### config.mk
export PLATFORM = sky130hd
export DESIGN_NAME = rename_unit
export DESIGN_NICKNAME = d
export VERILOG_FILES = /design/src/hdl/isa_pkg.sv /design/src/hdl/rename_pkg.sv /design/src/hdl/rename_decode.sv /design/src/hdl/checkpoint_ctrl.sv /design/src/hdl/free_list.sv /design/src/hdl/rename_table.sv /design/src/hdl/rename_unit.sv
export VERILOG_INCLUDE_DIRS = /design/src /design/src/hdl
export SDC_FILE = /design/constraint.sdc
export NUM_CORES = 2
export LEC_CHECK = 0
export ABC_AREA = 0
export BUFFER_PORTS_ARGS = -buffer_cell sky130_fd_sc_hd__buf_4
export CORE_MARGIN = 2
export CORE_UTILIZATION = 35
export CTS_CLUSTER_SIZE = 25
export DETAILED_ROUTE_END_ITERATION = 7
export GPL_TIMING_DRIVEN = 0
export PLACE_DENSITY = 0.57
export SYNTH_ARGS = -nofsm -noshare
export SYNTH_HDL_FRONTEND = slang
export SYNTH_HIERARCHICAL = 1
export SYNTH_SLANG_ARGS = --single-unit
export TNS_END_PERCENT = 20
### constraint.sdc
create_clock -name clk_i -period 16.6 [get_ports clk_i]
set_clock_uncertainty 0.15 [all_clocks]
set_input_delay 1.66 -clock clk_i [delete_from_list [all_inputs] [get_ports clk_i]]
set_output_delay 1.66 -clock clk_i [all_outputs]
set_load 0.01 [all_outputs]
### src/hdl/rename_defs.svh
// Rename stage sizing
// Register counts and checkpoint depth for the rename hardware

`ifndef RENAME_DEFS_SVH
`define RENAME_DEFS_SVH

// Integer registers visible to software
`define RN_NUM_ARCH_REGS 32

// Physical register file size
`define RN_NUM_PHYS_REGS 64

// Branch snapshots in flight
`define RN_NUM_CKPTS 4

// Free list holds every physical register not mapped at reset
// Must stay a power of two so the pointers wrap on their own
`define RN_FREE_DEPTH (`RN_NUM_PHYS_REGS - `RN_NUM_ARCH_REGS)

`endif

### src/hdl/isa_pkg.sv
// RISC-V instruction formats
// Opcode classes seen by rename and the two views of a 32-bit word

package isa_pkg;

    // Major opcodes that the rename stage tells apart
    typedef enum logic [6:0] {
        OP     = 7'b0110011,    // Register-register ALU
        OP_IMM = 7'b0010011,    // Register-immediate ALU
        LOAD   = 7'b0000011,
        STORE  = 7'b0100011,
        BRANCH = 7'b1100011,
        LUI    = 7'b0110111,
        JAL    = 7'b1101111
    } opcode_e;

    // R view used for OP, STORE and BRANCH sources
    typedef struct packed {
        logic [6:0] funct7;
        logic [4:0] rs2;
        logic [4:0] rs1;
        logic [2:0] funct3;
        logic [4:0] rd;
        opcode_e    opcode;
    } r_fmt_t;

    // I view where bits 31:20 hold an immediate
    typedef struct packed {
        logic [11:0] imm12;
        logic [4:0]  rs1;
        logic [2:0]  funct3;
        logic [4:0]  rd;
        opcode_e     opcode;
    } i_fmt_t;

    // One instruction word read either way
    typedef union packed {
        r_fmt_t r;
        i_fmt_t i;
    } instr_u;

endpackage

### src/hdl/rename_pkg.sv
// Rename stage types
// Index types for architectural and physical registers and checkpoint labels

`include "rename_defs.svh"

package rename_pkg;

    // Architectural register index
    typedef logic [$clog2(`RN_NUM_ARCH_REGS)-1:0] areg_t;

    // Physical register index
    typedef logic [$clog2(`RN_NUM_PHYS_REGS)-1:0] preg_t;

    // Checkpoint label
    typedef logic [$clog2(`RN_NUM_CKPTS)-1:0] ckpt_t;

    // Full map table indexed by architectural register
    typedef preg_t map_t [`RN_NUM_ARCH_REGS];

endpackage

### src/hdl/rename_decode.sv
// Rename decode
// Pulls register fields out of the instruction word and decides whether
// the stage can accept it this cycle

`timescale 1ns/10ps

module rename_decode (
    input  logic             instr_valid_i,
    input  isa_pkg::instr_u  instr_i,
    input  logic             recover_i,
    input  logic             fl_empty_i,     // No free physical register
    input  logic             ckpt_full_i,    // All snapshots in use
    output rename_pkg::areg_t rs1_o,
    output rename_pkg::areg_t rs2_o,
    output rename_pkg::areg_t rd_o,
    output logic             has_dest_o,
    output logic             rename_en_o,
    output logic             alloc_o,
    output logic             take_ckpt_o,
    output logic             stall_o
);
    logic use_rs1;
    logic use_rs2;
    logic writes_rd;
    logic is_branch;

    // Opcode class decode
    always_comb begin
        use_rs1   = 1'b0;
        use_rs2   = 1'b0;
        writes_rd = 1'b0;
        is_branch = 1'b0;
        case (instr_i.r.opcode)
            isa_pkg::OP: begin
                use_rs1   = 1'b1;
                use_rs2   = 1'b1;
                writes_rd = 1'b1;
            end
            isa_pkg::OP_IMM, isa_pkg::LOAD: begin
                use_rs1   = 1'b1;       // Upper bits are imm12 here
                writes_rd = 1'b1;
            end
            isa_pkg::STORE: begin
                use_rs1 = 1'b1;
                use_rs2 = 1'b1;         // Store data register
            end
            isa_pkg::BRANCH: begin
                use_rs1   = 1'b1;
                use_rs2   = 1'b1;
                is_branch = 1'b1;
            end
            isa_pkg::LUI, isa_pkg::JAL: writes_rd = 1'b1;
            default: ;                  // Unknown opcodes pass with no registers
        endcase
    end

    // Unused sources read as x0
    // rs1 sits in the same bits in both layouts
    assign rs1_o = use_rs1 ? instr_i.r.rs1 : '0;
    assign rs2_o = use_rs2 ? instr_i.r.rs2 : '0;

    // Writes to x0 are dropped and never allocate
    assign has_dest_o = writes_rd && (instr_i.r.rd != '0);
    assign rd_o       = has_dest_o ? instr_i.r.rd : '0;

    // Recover wins over any instruction in the same cycle
    assign stall_o = recover_i ||
                     (instr_valid_i && has_dest_o && fl_empty_i) ||
                     (instr_valid_i && is_branch && ckpt_full_i);

    assign rename_en_o = instr_valid_i && !stall_o;
    assign alloc_o     = rename_en_o && has_dest_o;
    assign take_ckpt_o = rename_en_o && is_branch;

endmodule

### src/hdl/checkpoint_ctrl.sv
// Checkpoint label ring
// Hands out snapshot labels in order and retires them oldest first
// A recover cuts the ring back to the recovered label

`timescale 1ns/10ps
`include "rename_defs.svh"

module checkpoint_ctrl (
    input  logic              clk_i,
    input  logic              rstn_i,
    input  logic              take_i,
    input  logic              delete_i,        // Oldest branch resolved
    input  logic              recover_i,
    input  rename_pkg::ckpt_t recover_ckpt_i,
    output rename_pkg::ckpt_t new_ckpt_o,      // Label the next take fills
    output logic              ckpt_full_o
);
    localparam int CW = $clog2(`RN_NUM_CKPTS);

    rename_pkg::ckpt_t oldest_q;     // Oldest live label
    rename_pkg::ckpt_t newest_q;     // Most recent label taken
    logic [CW:0]       count_q;      // Live labels incl. the full case
    rename_pkg::ckpt_t rec_dist;     // Labels from oldest up to the recovered one

    assign rec_dist    = recover_ckpt_i - oldest_q;
    assign new_ckpt_o  = newest_q + 1'b1;
    assign ckpt_full_o = (count_q == (CW+1)'(`RN_NUM_CKPTS));

    always_ff @(posedge clk_i or negedge rstn_i) begin
        if (!rstn_i) begin
            oldest_q <= '0;
            newest_q <= '1;         // First take fills label 0
            count_q  <= '0;
        end else if (recover_i) begin
            // Drop every label younger than the recovered one
            newest_q <= recover_ckpt_i;
            count_q  <= {1'b0, rec_dist} + 1'b1;
        end else begin
            if (take_i)
                newest_q <= newest_q + 1'b1;
            if (delete_i)
                oldest_q <= oldest_q + 1'b1;
            count_q <= count_q + {{CW{1'b0}}, take_i} - {{CW{1'b0}}, delete_i};
        end
    end

    // Decode must hold back a branch once every label is live
    a_no_take_full: assert property (@(posedge clk_i) disable iff (!rstn_i)
        take_i |-> !ckpt_full_o);

    a_no_delete_empty: assert property (@(posedge clk_i) disable iff (!rstn_i)
        delete_i |-> (count_q != '0));

    // Recovered label must lie between oldest and newest
    a_recover_live: assert property (@(posedge clk_i) disable iff (!rstn_i)
        recover_i |-> ({1'b0, rec_dist} < count_q));

endmodule

### src/hdl/free_list.sv
// Physical register free list
// Circular FIFO of unmapped physical registers with one saved head per
// checkpoint so a mispredicted branch can rewind its allocations

`timescale 1ns/10ps
`include "rename_defs.svh"

module free_list (
    input  logic              clk_i,
    input  logic              rstn_i,
    input  logic              alloc_i,          // Pop the head register
    input  logic              free_i,           // Push a committed register
    input  logic              take_ckpt_i,
    input  logic              recover_i,
    input  rename_pkg::preg_t free_preg_i,
    input  rename_pkg::ckpt_t ckpt_i,
    input  rename_pkg::ckpt_t recover_ckpt_i,
    output rename_pkg::preg_t head_preg_o,
    output logic              empty_o
);
    localparam int PW = $clog2(`RN_FREE_DEPTH);

    rename_pkg::preg_t fl_mem [`RN_FREE_DEPTH];

    // Head carries a lap bit so a full lap since a snapshot is not lost
    logic [PW:0]   head_q;
    logic [PW-1:0] tail_q;
    logic [PW:0]   count_q;
    logic [PW:0]   head_nxt;
    logic [PW:0]   rewind;            // Allocations since the recovered snapshot
    logic [PW:0]   ckpt_head [`RN_NUM_CKPTS];

    assign head_nxt = head_q + {{PW{1'b0}}, alloc_i};
    assign rewind   = head_q - ckpt_head[recover_ckpt_i];

    assign head_preg_o = fl_mem[head_q[PW-1:0]];
    assign empty_o     = (count_q == '0);

    // Pointers and occupancy
    always_ff @(posedge clk_i or negedge rstn_i) begin
        if (!rstn_i) begin
            head_q  <= '0;
            tail_q  <= '0;                               // Full so tail meets head
            count_q <= (PW+1)'(`RN_FREE_DEPTH);
        end else begin
            tail_q <= tail_q + {{(PW-1){1'b0}}, free_i};  // Frees enter even on recover
            if (recover_i) begin
                // Squashed allocations go back in front of the head
                head_q  <= ckpt_head[recover_ckpt_i];
                count_q <= count_q + rewind + {{PW{1'b0}}, free_i};
            end else begin
                head_q  <= head_nxt;
                count_q <= count_q + {{PW{1'b0}}, free_i} - {{PW{1'b0}}, alloc_i};
            end
        end
    end

    // Register storage
    always_ff @(posedge clk_i or negedge rstn_i) begin
        if (!rstn_i) begin
            // Registers above the architectural range start out free
            for (int i = 0; i < `RN_FREE_DEPTH; i++) begin
                fl_mem[i] <= rename_pkg::preg_t'(`RN_NUM_ARCH_REGS + i);
            end
        end else if (free_i) begin
            fl_mem[tail_q] <= free_preg_i;
        end
    end

    // Head as it stands after this cycle's rename
    always_ff @(posedge clk_i) begin
        if (take_ckpt_i && !recover_i)
            ckpt_head[ckpt_i] <= head_nxt;
    end

    a_no_pop_empty: assert property (@(posedge clk_i) disable iff (!rstn_i)
        alloc_i |-> !empty_o);

    // A free while full means a register was returned twice
    a_no_push_full: assert property (@(posedge clk_i) disable iff (!rstn_i)
        (free_i && !alloc_i && !recover_i) |-> (count_q != (PW+1)'(`RN_FREE_DEPTH)));

endmodule

### src/hdl/rename_table.sv
// Register map table
// Maps architectural sources and destinations to physical registers,
// keeps one map copy per checkpoint and registers the rename result

`timescale 1ns/10ps
`include "rename_defs.svh"

module rename_table (
    input  logic              clk_i,
    input  logic              rstn_i,
    input  logic              rename_en_i,       // Instruction accepted
    input  logic              has_dest_i,
    input  logic              take_ckpt_i,
    input  logic              recover_i,
    input  rename_pkg::areg_t rs1_i,
    input  rename_pkg::areg_t rs2_i,
    input  rename_pkg::areg_t rd_i,
    input  rename_pkg::preg_t new_preg_i,        // Free-list head
    input  rename_pkg::ckpt_t ckpt_i,
    input  rename_pkg::ckpt_t recover_ckpt_i,
    output logic              out_valid_o,
    output logic              out_has_dest_o,
    output logic              out_ckpt_valid_o,
    output rename_pkg::preg_t out_pdest_o,
    output rename_pkg::preg_t out_psrc1_o,
    output rename_pkg::preg_t out_psrc2_o,
    output rename_pkg::preg_t out_old_pdest_o,
    output rename_pkg::ckpt_t out_ckpt_o
);
    rename_pkg::map_t map_q;                      // Live speculative map
    rename_pkg::map_t map_nxt;                    // Map after this cycle's rename
    rename_pkg::map_t ckpt_map [`RN_NUM_CKPTS];   // Snapshot per label

    // Destination write applied on top of the current map
    always_comb begin
        map_nxt = map_q;
        if (rename_en_i && has_dest_i)
            map_nxt[rd_i] = new_preg_i;
    end

    // Live map
    always_ff @(posedge clk_i or negedge rstn_i) begin
        if (!rstn_i) begin
            for (int i = 0; i < `RN_NUM_ARCH_REGS; i++) begin
                map_q[i] <= rename_pkg::preg_t'(i);   // Identity map
            end
        end else if (recover_i) begin
            map_q <= ckpt_map[recover_ckpt_i];        // Single-cycle restore
        end else begin
            map_q <= map_nxt;
        end
    end

    // Snapshot holds the state after the branch itself
    always_ff @(posedge clk_i) begin
        if (take_ckpt_i && !recover_i)
            ckpt_map[ckpt_i] <= map_nxt;
    end

    // Result flags
    always_ff @(posedge clk_i or negedge rstn_i) begin
        if (!rstn_i) begin
            out_valid_o      <= 1'b0;
            out_has_dest_o   <= 1'b0;
            out_ckpt_valid_o <= 1'b0;
        end else begin
            out_valid_o      <= rename_en_i;          // One pulse per accepted instruction
            out_has_dest_o   <= rename_en_i && has_dest_i;
            out_ckpt_valid_o <= take_ckpt_i;
        end
    end

    // Result payload
    // Sources come from the old map so rs equal to rd sees the prior producer
    always_ff @(posedge clk_i) begin
        if (rename_en_i) begin
            out_psrc1_o     <= map_q[rs1_i];
            out_psrc2_o     <= map_q[rs2_i];
            out_old_pdest_o <= map_q[rd_i];           // Freed when this one commits
            out_pdest_o     <= has_dest_i ? new_preg_i : '0;
            out_ckpt_o      <= ckpt_i;
        end
    end

    // x0 must stay on p0 through renames and restores
    a_x0_p0: assert property (@(posedge clk_i) disable iff (!rstn_i)
        map_q[0] == '0);

    a_no_x0_dest: assert property (@(posedge clk_i) disable iff (!rstn_i)
        (rename_en_i && has_dest_i) |-> (rd_i != '0));

endmodule

### src/hdl/rename_unit.sv
// Register rename stage
// One instruction per cycle through decode, free list, checkpoints and
// map table with a one-cycle registered result

`timescale 1ns/10ps

module rename_unit (
    input  logic              clk_i,
    input  logic              rstn_i,
    input  logic              instr_valid_i,
    input  isa_pkg::instr_u   instr_i,
    input  logic              free_valid_i,     // Commit returns a register
    input  rename_pkg::preg_t free_preg_i,
    input  logic              recover_i,        // Branch mispredicted
    input  rename_pkg::ckpt_t recover_ckpt_i,
    input  logic              delete_ckpt_i,    // Oldest branch resolved
    output logic              stall_o,
    output logic              out_valid_o,
    output rename_pkg::preg_t out_pdest_o,
    output rename_pkg::preg_t out_psrc1_o,
    output rename_pkg::preg_t out_psrc2_o,
    output rename_pkg::preg_t out_old_pdest_o,
    output logic              out_has_dest_o,
    output rename_pkg::ckpt_t out_ckpt_o,
    output logic              out_ckpt_valid_o
);
    rename_pkg::areg_t rs1;
    rename_pkg::areg_t rs2;
    rename_pkg::areg_t rd;
    logic              has_dest;
    logic              rename_en;
    logic              alloc;            // Pop strobe
    logic              take_ckpt;
    rename_pkg::preg_t head_preg;        // Next free register
    logic              fl_empty;
    rename_pkg::ckpt_t new_ckpt;         // Label for the next branch
    logic              ckpt_full;

    rename_decode u_decode (
        .instr_valid_i (instr_valid_i),
        .instr_i       (instr_i),
        .recover_i     (recover_i),
        .fl_empty_i    (fl_empty),
        .ckpt_full_i   (ckpt_full),
        .rs1_o         (rs1),
        .rs2_o         (rs2),
        .rd_o          (rd),
        .has_dest_o    (has_dest),
        .rename_en_o   (rename_en),
        .alloc_o       (alloc),
        .take_ckpt_o   (take_ckpt),
        .stall_o       (stall_o)
    );

    checkpoint_ctrl u_ckpt (
        .clk_i          (clk_i),
        .rstn_i         (rstn_i),
        .take_i         (take_ckpt),
        .delete_i       (delete_ckpt_i),
        .recover_i      (recover_i),
        .recover_ckpt_i (recover_ckpt_i),
        .new_ckpt_o     (new_ckpt),
        .ckpt_full_o    (ckpt_full)
    );

    free_list u_free_list (
        .clk_i          (clk_i),
        .rstn_i         (rstn_i),
        .alloc_i        (alloc),
        .free_i         (free_valid_i),
        .take_ckpt_i    (take_ckpt),
        .recover_i      (recover_i),
        .free_preg_i    (free_preg_i),
        .ckpt_i         (new_ckpt),
        .recover_ckpt_i (recover_ckpt_i),
        .head_preg_o    (head_preg),
        .empty_o        (fl_empty)
    );

    rename_table u_table (
        .clk_i            (clk_i),
        .rstn_i           (rstn_i),
        .rename_en_i      (rename_en),
        .has_dest_i       (has_dest),
        .take_ckpt_i      (take_ckpt),
        .recover_i        (recover_i),
        .rs1_i            (rs1),
        .rs2_i            (rs2),
        .rd_i             (rd),
        .new_preg_i       (head_preg),
        .ckpt_i           (new_ckpt),
        .recover_ckpt_i   (recover_ckpt_i),
        .out_valid_o      (out_valid_o),
        .out_has_dest_o   (out_has_dest_o),
        .out_ckpt_valid_o (out_ckpt_valid_o),
        .out_pdest_o      (out_pdest_o),
        .out_psrc1_o      (out_psrc1_o),
        .out_psrc2_o      (out_psrc2_o),
        .out_old_pdest_o  (out_old_pdest_o),
        .out_ckpt_o       (out_ckpt_o)
    );

endmodule

==> flow_summary.ini <==
[floorplan]
top_level_ports = 76
die_y_um = 401
dieWidth_um = 401
initial_utilization = 0.353
dieArea_um2 = 161000
fp.coreArea_um2 = 156000
row_count = 145

[clock_tree]
cts_made_buffers = 135
cts_sinks = 1229
postCtsSetupBuffers = 0
cts_resized = 0
cts-root-buf = clkbuf_16
cts_tree = built
postCtsHoldBufs = 0
htreeDepth = 4
clk_latency_ps = 820
cts.clk_slew.worst_paths_ps = 60
cts_buffer_depth = 3

[worst_setup_path]
slowest_delay_ps = 830
cp.arrival_ps = 6050
crit_type = input port to flop
crit_fanout = 24
path_buf_inv = 4
crit_path_end_kind = flop
critPathTopFamily = simple AND/OR/NAND/NOR gates
path_cells = buf_4 > or4_1 > o21ai_0 > o21ba_2 > buf_12 > nor4bb_1 > clkbuf_1 > buf_2 > nand3_1 > nand2_1
crit_slowest_cell = clkbuf_1
required_ps = 17050
start_kind = input port

[yosys]
syn_nets = 3547
yosysWarningCount = 6
yosysMostFrequentCell = edfxtp_1
syn_avg_cell_area_um2 = 15.9
synth-edff-count = 818
synth_top_area_share = 0.446
synth_cell_type_count = 64
ys.flop_type = edfxtp_1
seq_area_frac_synth = 0.637
yosys-top-cells-count = edfxtp_1 (818), mux4_2 (378), nand2_1 (234)
synth_top_area_cell = edfxtp_1
syn_inst = 3472
synthArstFlopShare = 0.334
synth-seq-cells = 1229
synth.area.top_cells = edfxtp_1 (45%), mux4_2 (15%), dfrtp_1 (9.8%)
syn_area_um2 = 55100

[timing]
maxSlewViolCount = 0
finalHoldViolCount = 0
setup_tns_ps = 0
fin_ws_ps = 11000
min_period_ps = 5600
max_freq_mhz = 178
slew_headroom = 0.0923
setup_viol = 0
grt_setup_unrepaired = no
worst_pin_slew_ps = 1360
fin_crit_sh = 0.338

[power_and_ir_drop]
peakVddDrop_mv = 0.113
power_leakage_nw = 21.4
powerDensity_nw_per_um2 = 129

[status]
status = completed

[global_routing]
grt_start_max_net_pins = 108
grt_pass1_wl_um = 238000
antenna_found_initial = 9
grt_pass1_vias = 34100
grt_overflow_total = 0
grtUsageTotal = 0.201

[final_layout]
area_growth_pct = 15.3
fin_area_um2 = 63500
final_util = 0.406
final_cells = 5883
nNetsFinal = 3784
nFillCells = 14100
drive_above_1_share = 0.307

[detailed_routing]
ant_nets = 0
finalWirelength_um = 162000
drc_errors = 0
dr.first_iter.drc_count = 4067
wl_per_cell_um = 27.6
dr.pass1.iters = 6
vias = 34200
vias_per_cell = 5.81

[place]
dp.cells = 5630
hpwl_um = 113000
place_ws_ps = 10430
place_area_um2 = 58900
portBuffers = 65
place.gp.congestion = 1.02

[job]
maxCapViolations = 0

[min_path]
hold_path.class = flop to flop
==> placed cells by master (no fill, tap or decap), drive strengths merged, types with 8 or more instances in the layout <==
| master | n |
|---|---|
| clkinv | 56 |
| ha | 21 |
| and2 | 18 |
| nor3b | 8 |
| nor2 | 220 |
| clkbuf | 361 |
| mux4 | 396 |
| xnor2 | 15 |
| buf | 191 |
| a31oi | 193 |
| nand3b | 8 |
| o21ai | 197 |
| a22oi | 36 |
| inv | 40 |
| nand2 | 234 |
| edfxtp | 818 |
| dfstp | 195 |
| nand3 | 218 |
| mux2i | 52 |
| nand4 | 8 |
| xor2 | 8 |
| fa | 8 |
| a21oi | 20 |
| mux2 | 213 |
| dfrtp | 216 |
| bufinv | 8 |
==> logic make-up after synthesis <==
logic type | after synthesis | share of synthesized area
simple gates | 764 | 0.0632
flops | 1229 | 0.637
compound gates | 457 | 0.0482
xor+xnor | 24 | 0.00407
mux | 661 | 0.216
buf+inv | 308 | 0.0235
fa+ha+maj | 29 | 0.00768
==> state kept, by name, summed over array words and instances, names as in the netlist, 2 cells and up <==
name / count
u_free_list/count_q: 6
u_free_list/head_q: 6
u_table/map_q: 192
u_free_list/fl_mem: 192
u_ckpt/oldest_q: 2
u_table/out_psrc1_o: 6
u_ckpt/newest_q: 2
u_free_list/ckpt_head: 24
u_table/ckpt_map: 768
u_table/out_ckpt_o: 2
u_ckpt/count_q: 3
u_table/out_pdest_o: 6
u_table/out_old_pdest_o: 6
u_table/out_psrc2_o: 6
u_free_list/tail_q: 5
==> cell type report <==
cell class              instances  area, µm²  area share
repair buffers                100       1250      0.0198
clock inverters                70        820      0.0129
plain buffers                 272       1160      0.0183
multi-input cells            1935      18700       0.295
diodes                          3       7.51    0.000118
clock buffers                 180       3700      0.0583
flip-flops and latches       1229      35100       0.553
well taps                    2058       2570      0.0406
inverters                      36        135     0.00213
==> path summary, 6_finish.rpt <==
path	start	to	slack, ps	cells after the start
worst min register to register	u_ckpt/oldest_q[1]	u_ckpt/oldest_q[1]	350	1
worst max register to register	u_free_list/head_q[0]	u_table/ckpt_map[0][142]	11830	12
max in group asynchronous	rstn_i	u_table/map_q[134]	13860	3
min in group asynchronous	rstn_i	u_free_list/fl_mem[133]	730	1
worst min-delay path	u_ckpt/oldest_q[1]	u_ckpt/oldest_q[1]	350	1
worst max-delay path	instr_i[8]	u_table/ckpt_map[3][95]	11000	10
==> metal layers <==
layer | vias up | global-route usage | wire (µm)
met5 | - | 0 | 11
met4 | 2 | 0.0896 | 7390
met3 | 338 | 0.0388 | 13800
met2 | 1740 | 0.304 | 73600
met1 | 18000 | 0.281 | 67400
li1 | 14200 | - | -
==> power breakdown <==
part | switching (W) | internal (W)
clock | 0.00130 | 0.00172
sequential | 0.000196 | 0.00367
combinational | 0.000729 | 0.000546
total | 0.00223 | 0.00594
==> stage by stage <==
step | hold WS, ps | total power [W]
6_report | 346 | 0.00816
5_1_grt | 364 | 0.00847
4_1_cts | 346 | 0.00821
3_5_place_dp | 335 | 0.00518
3_3_place_gp | 329 | 0.00515
2_1_floorplan | 316 | 0.00467
Note: power is estimated with default switching activity, not from simulation.
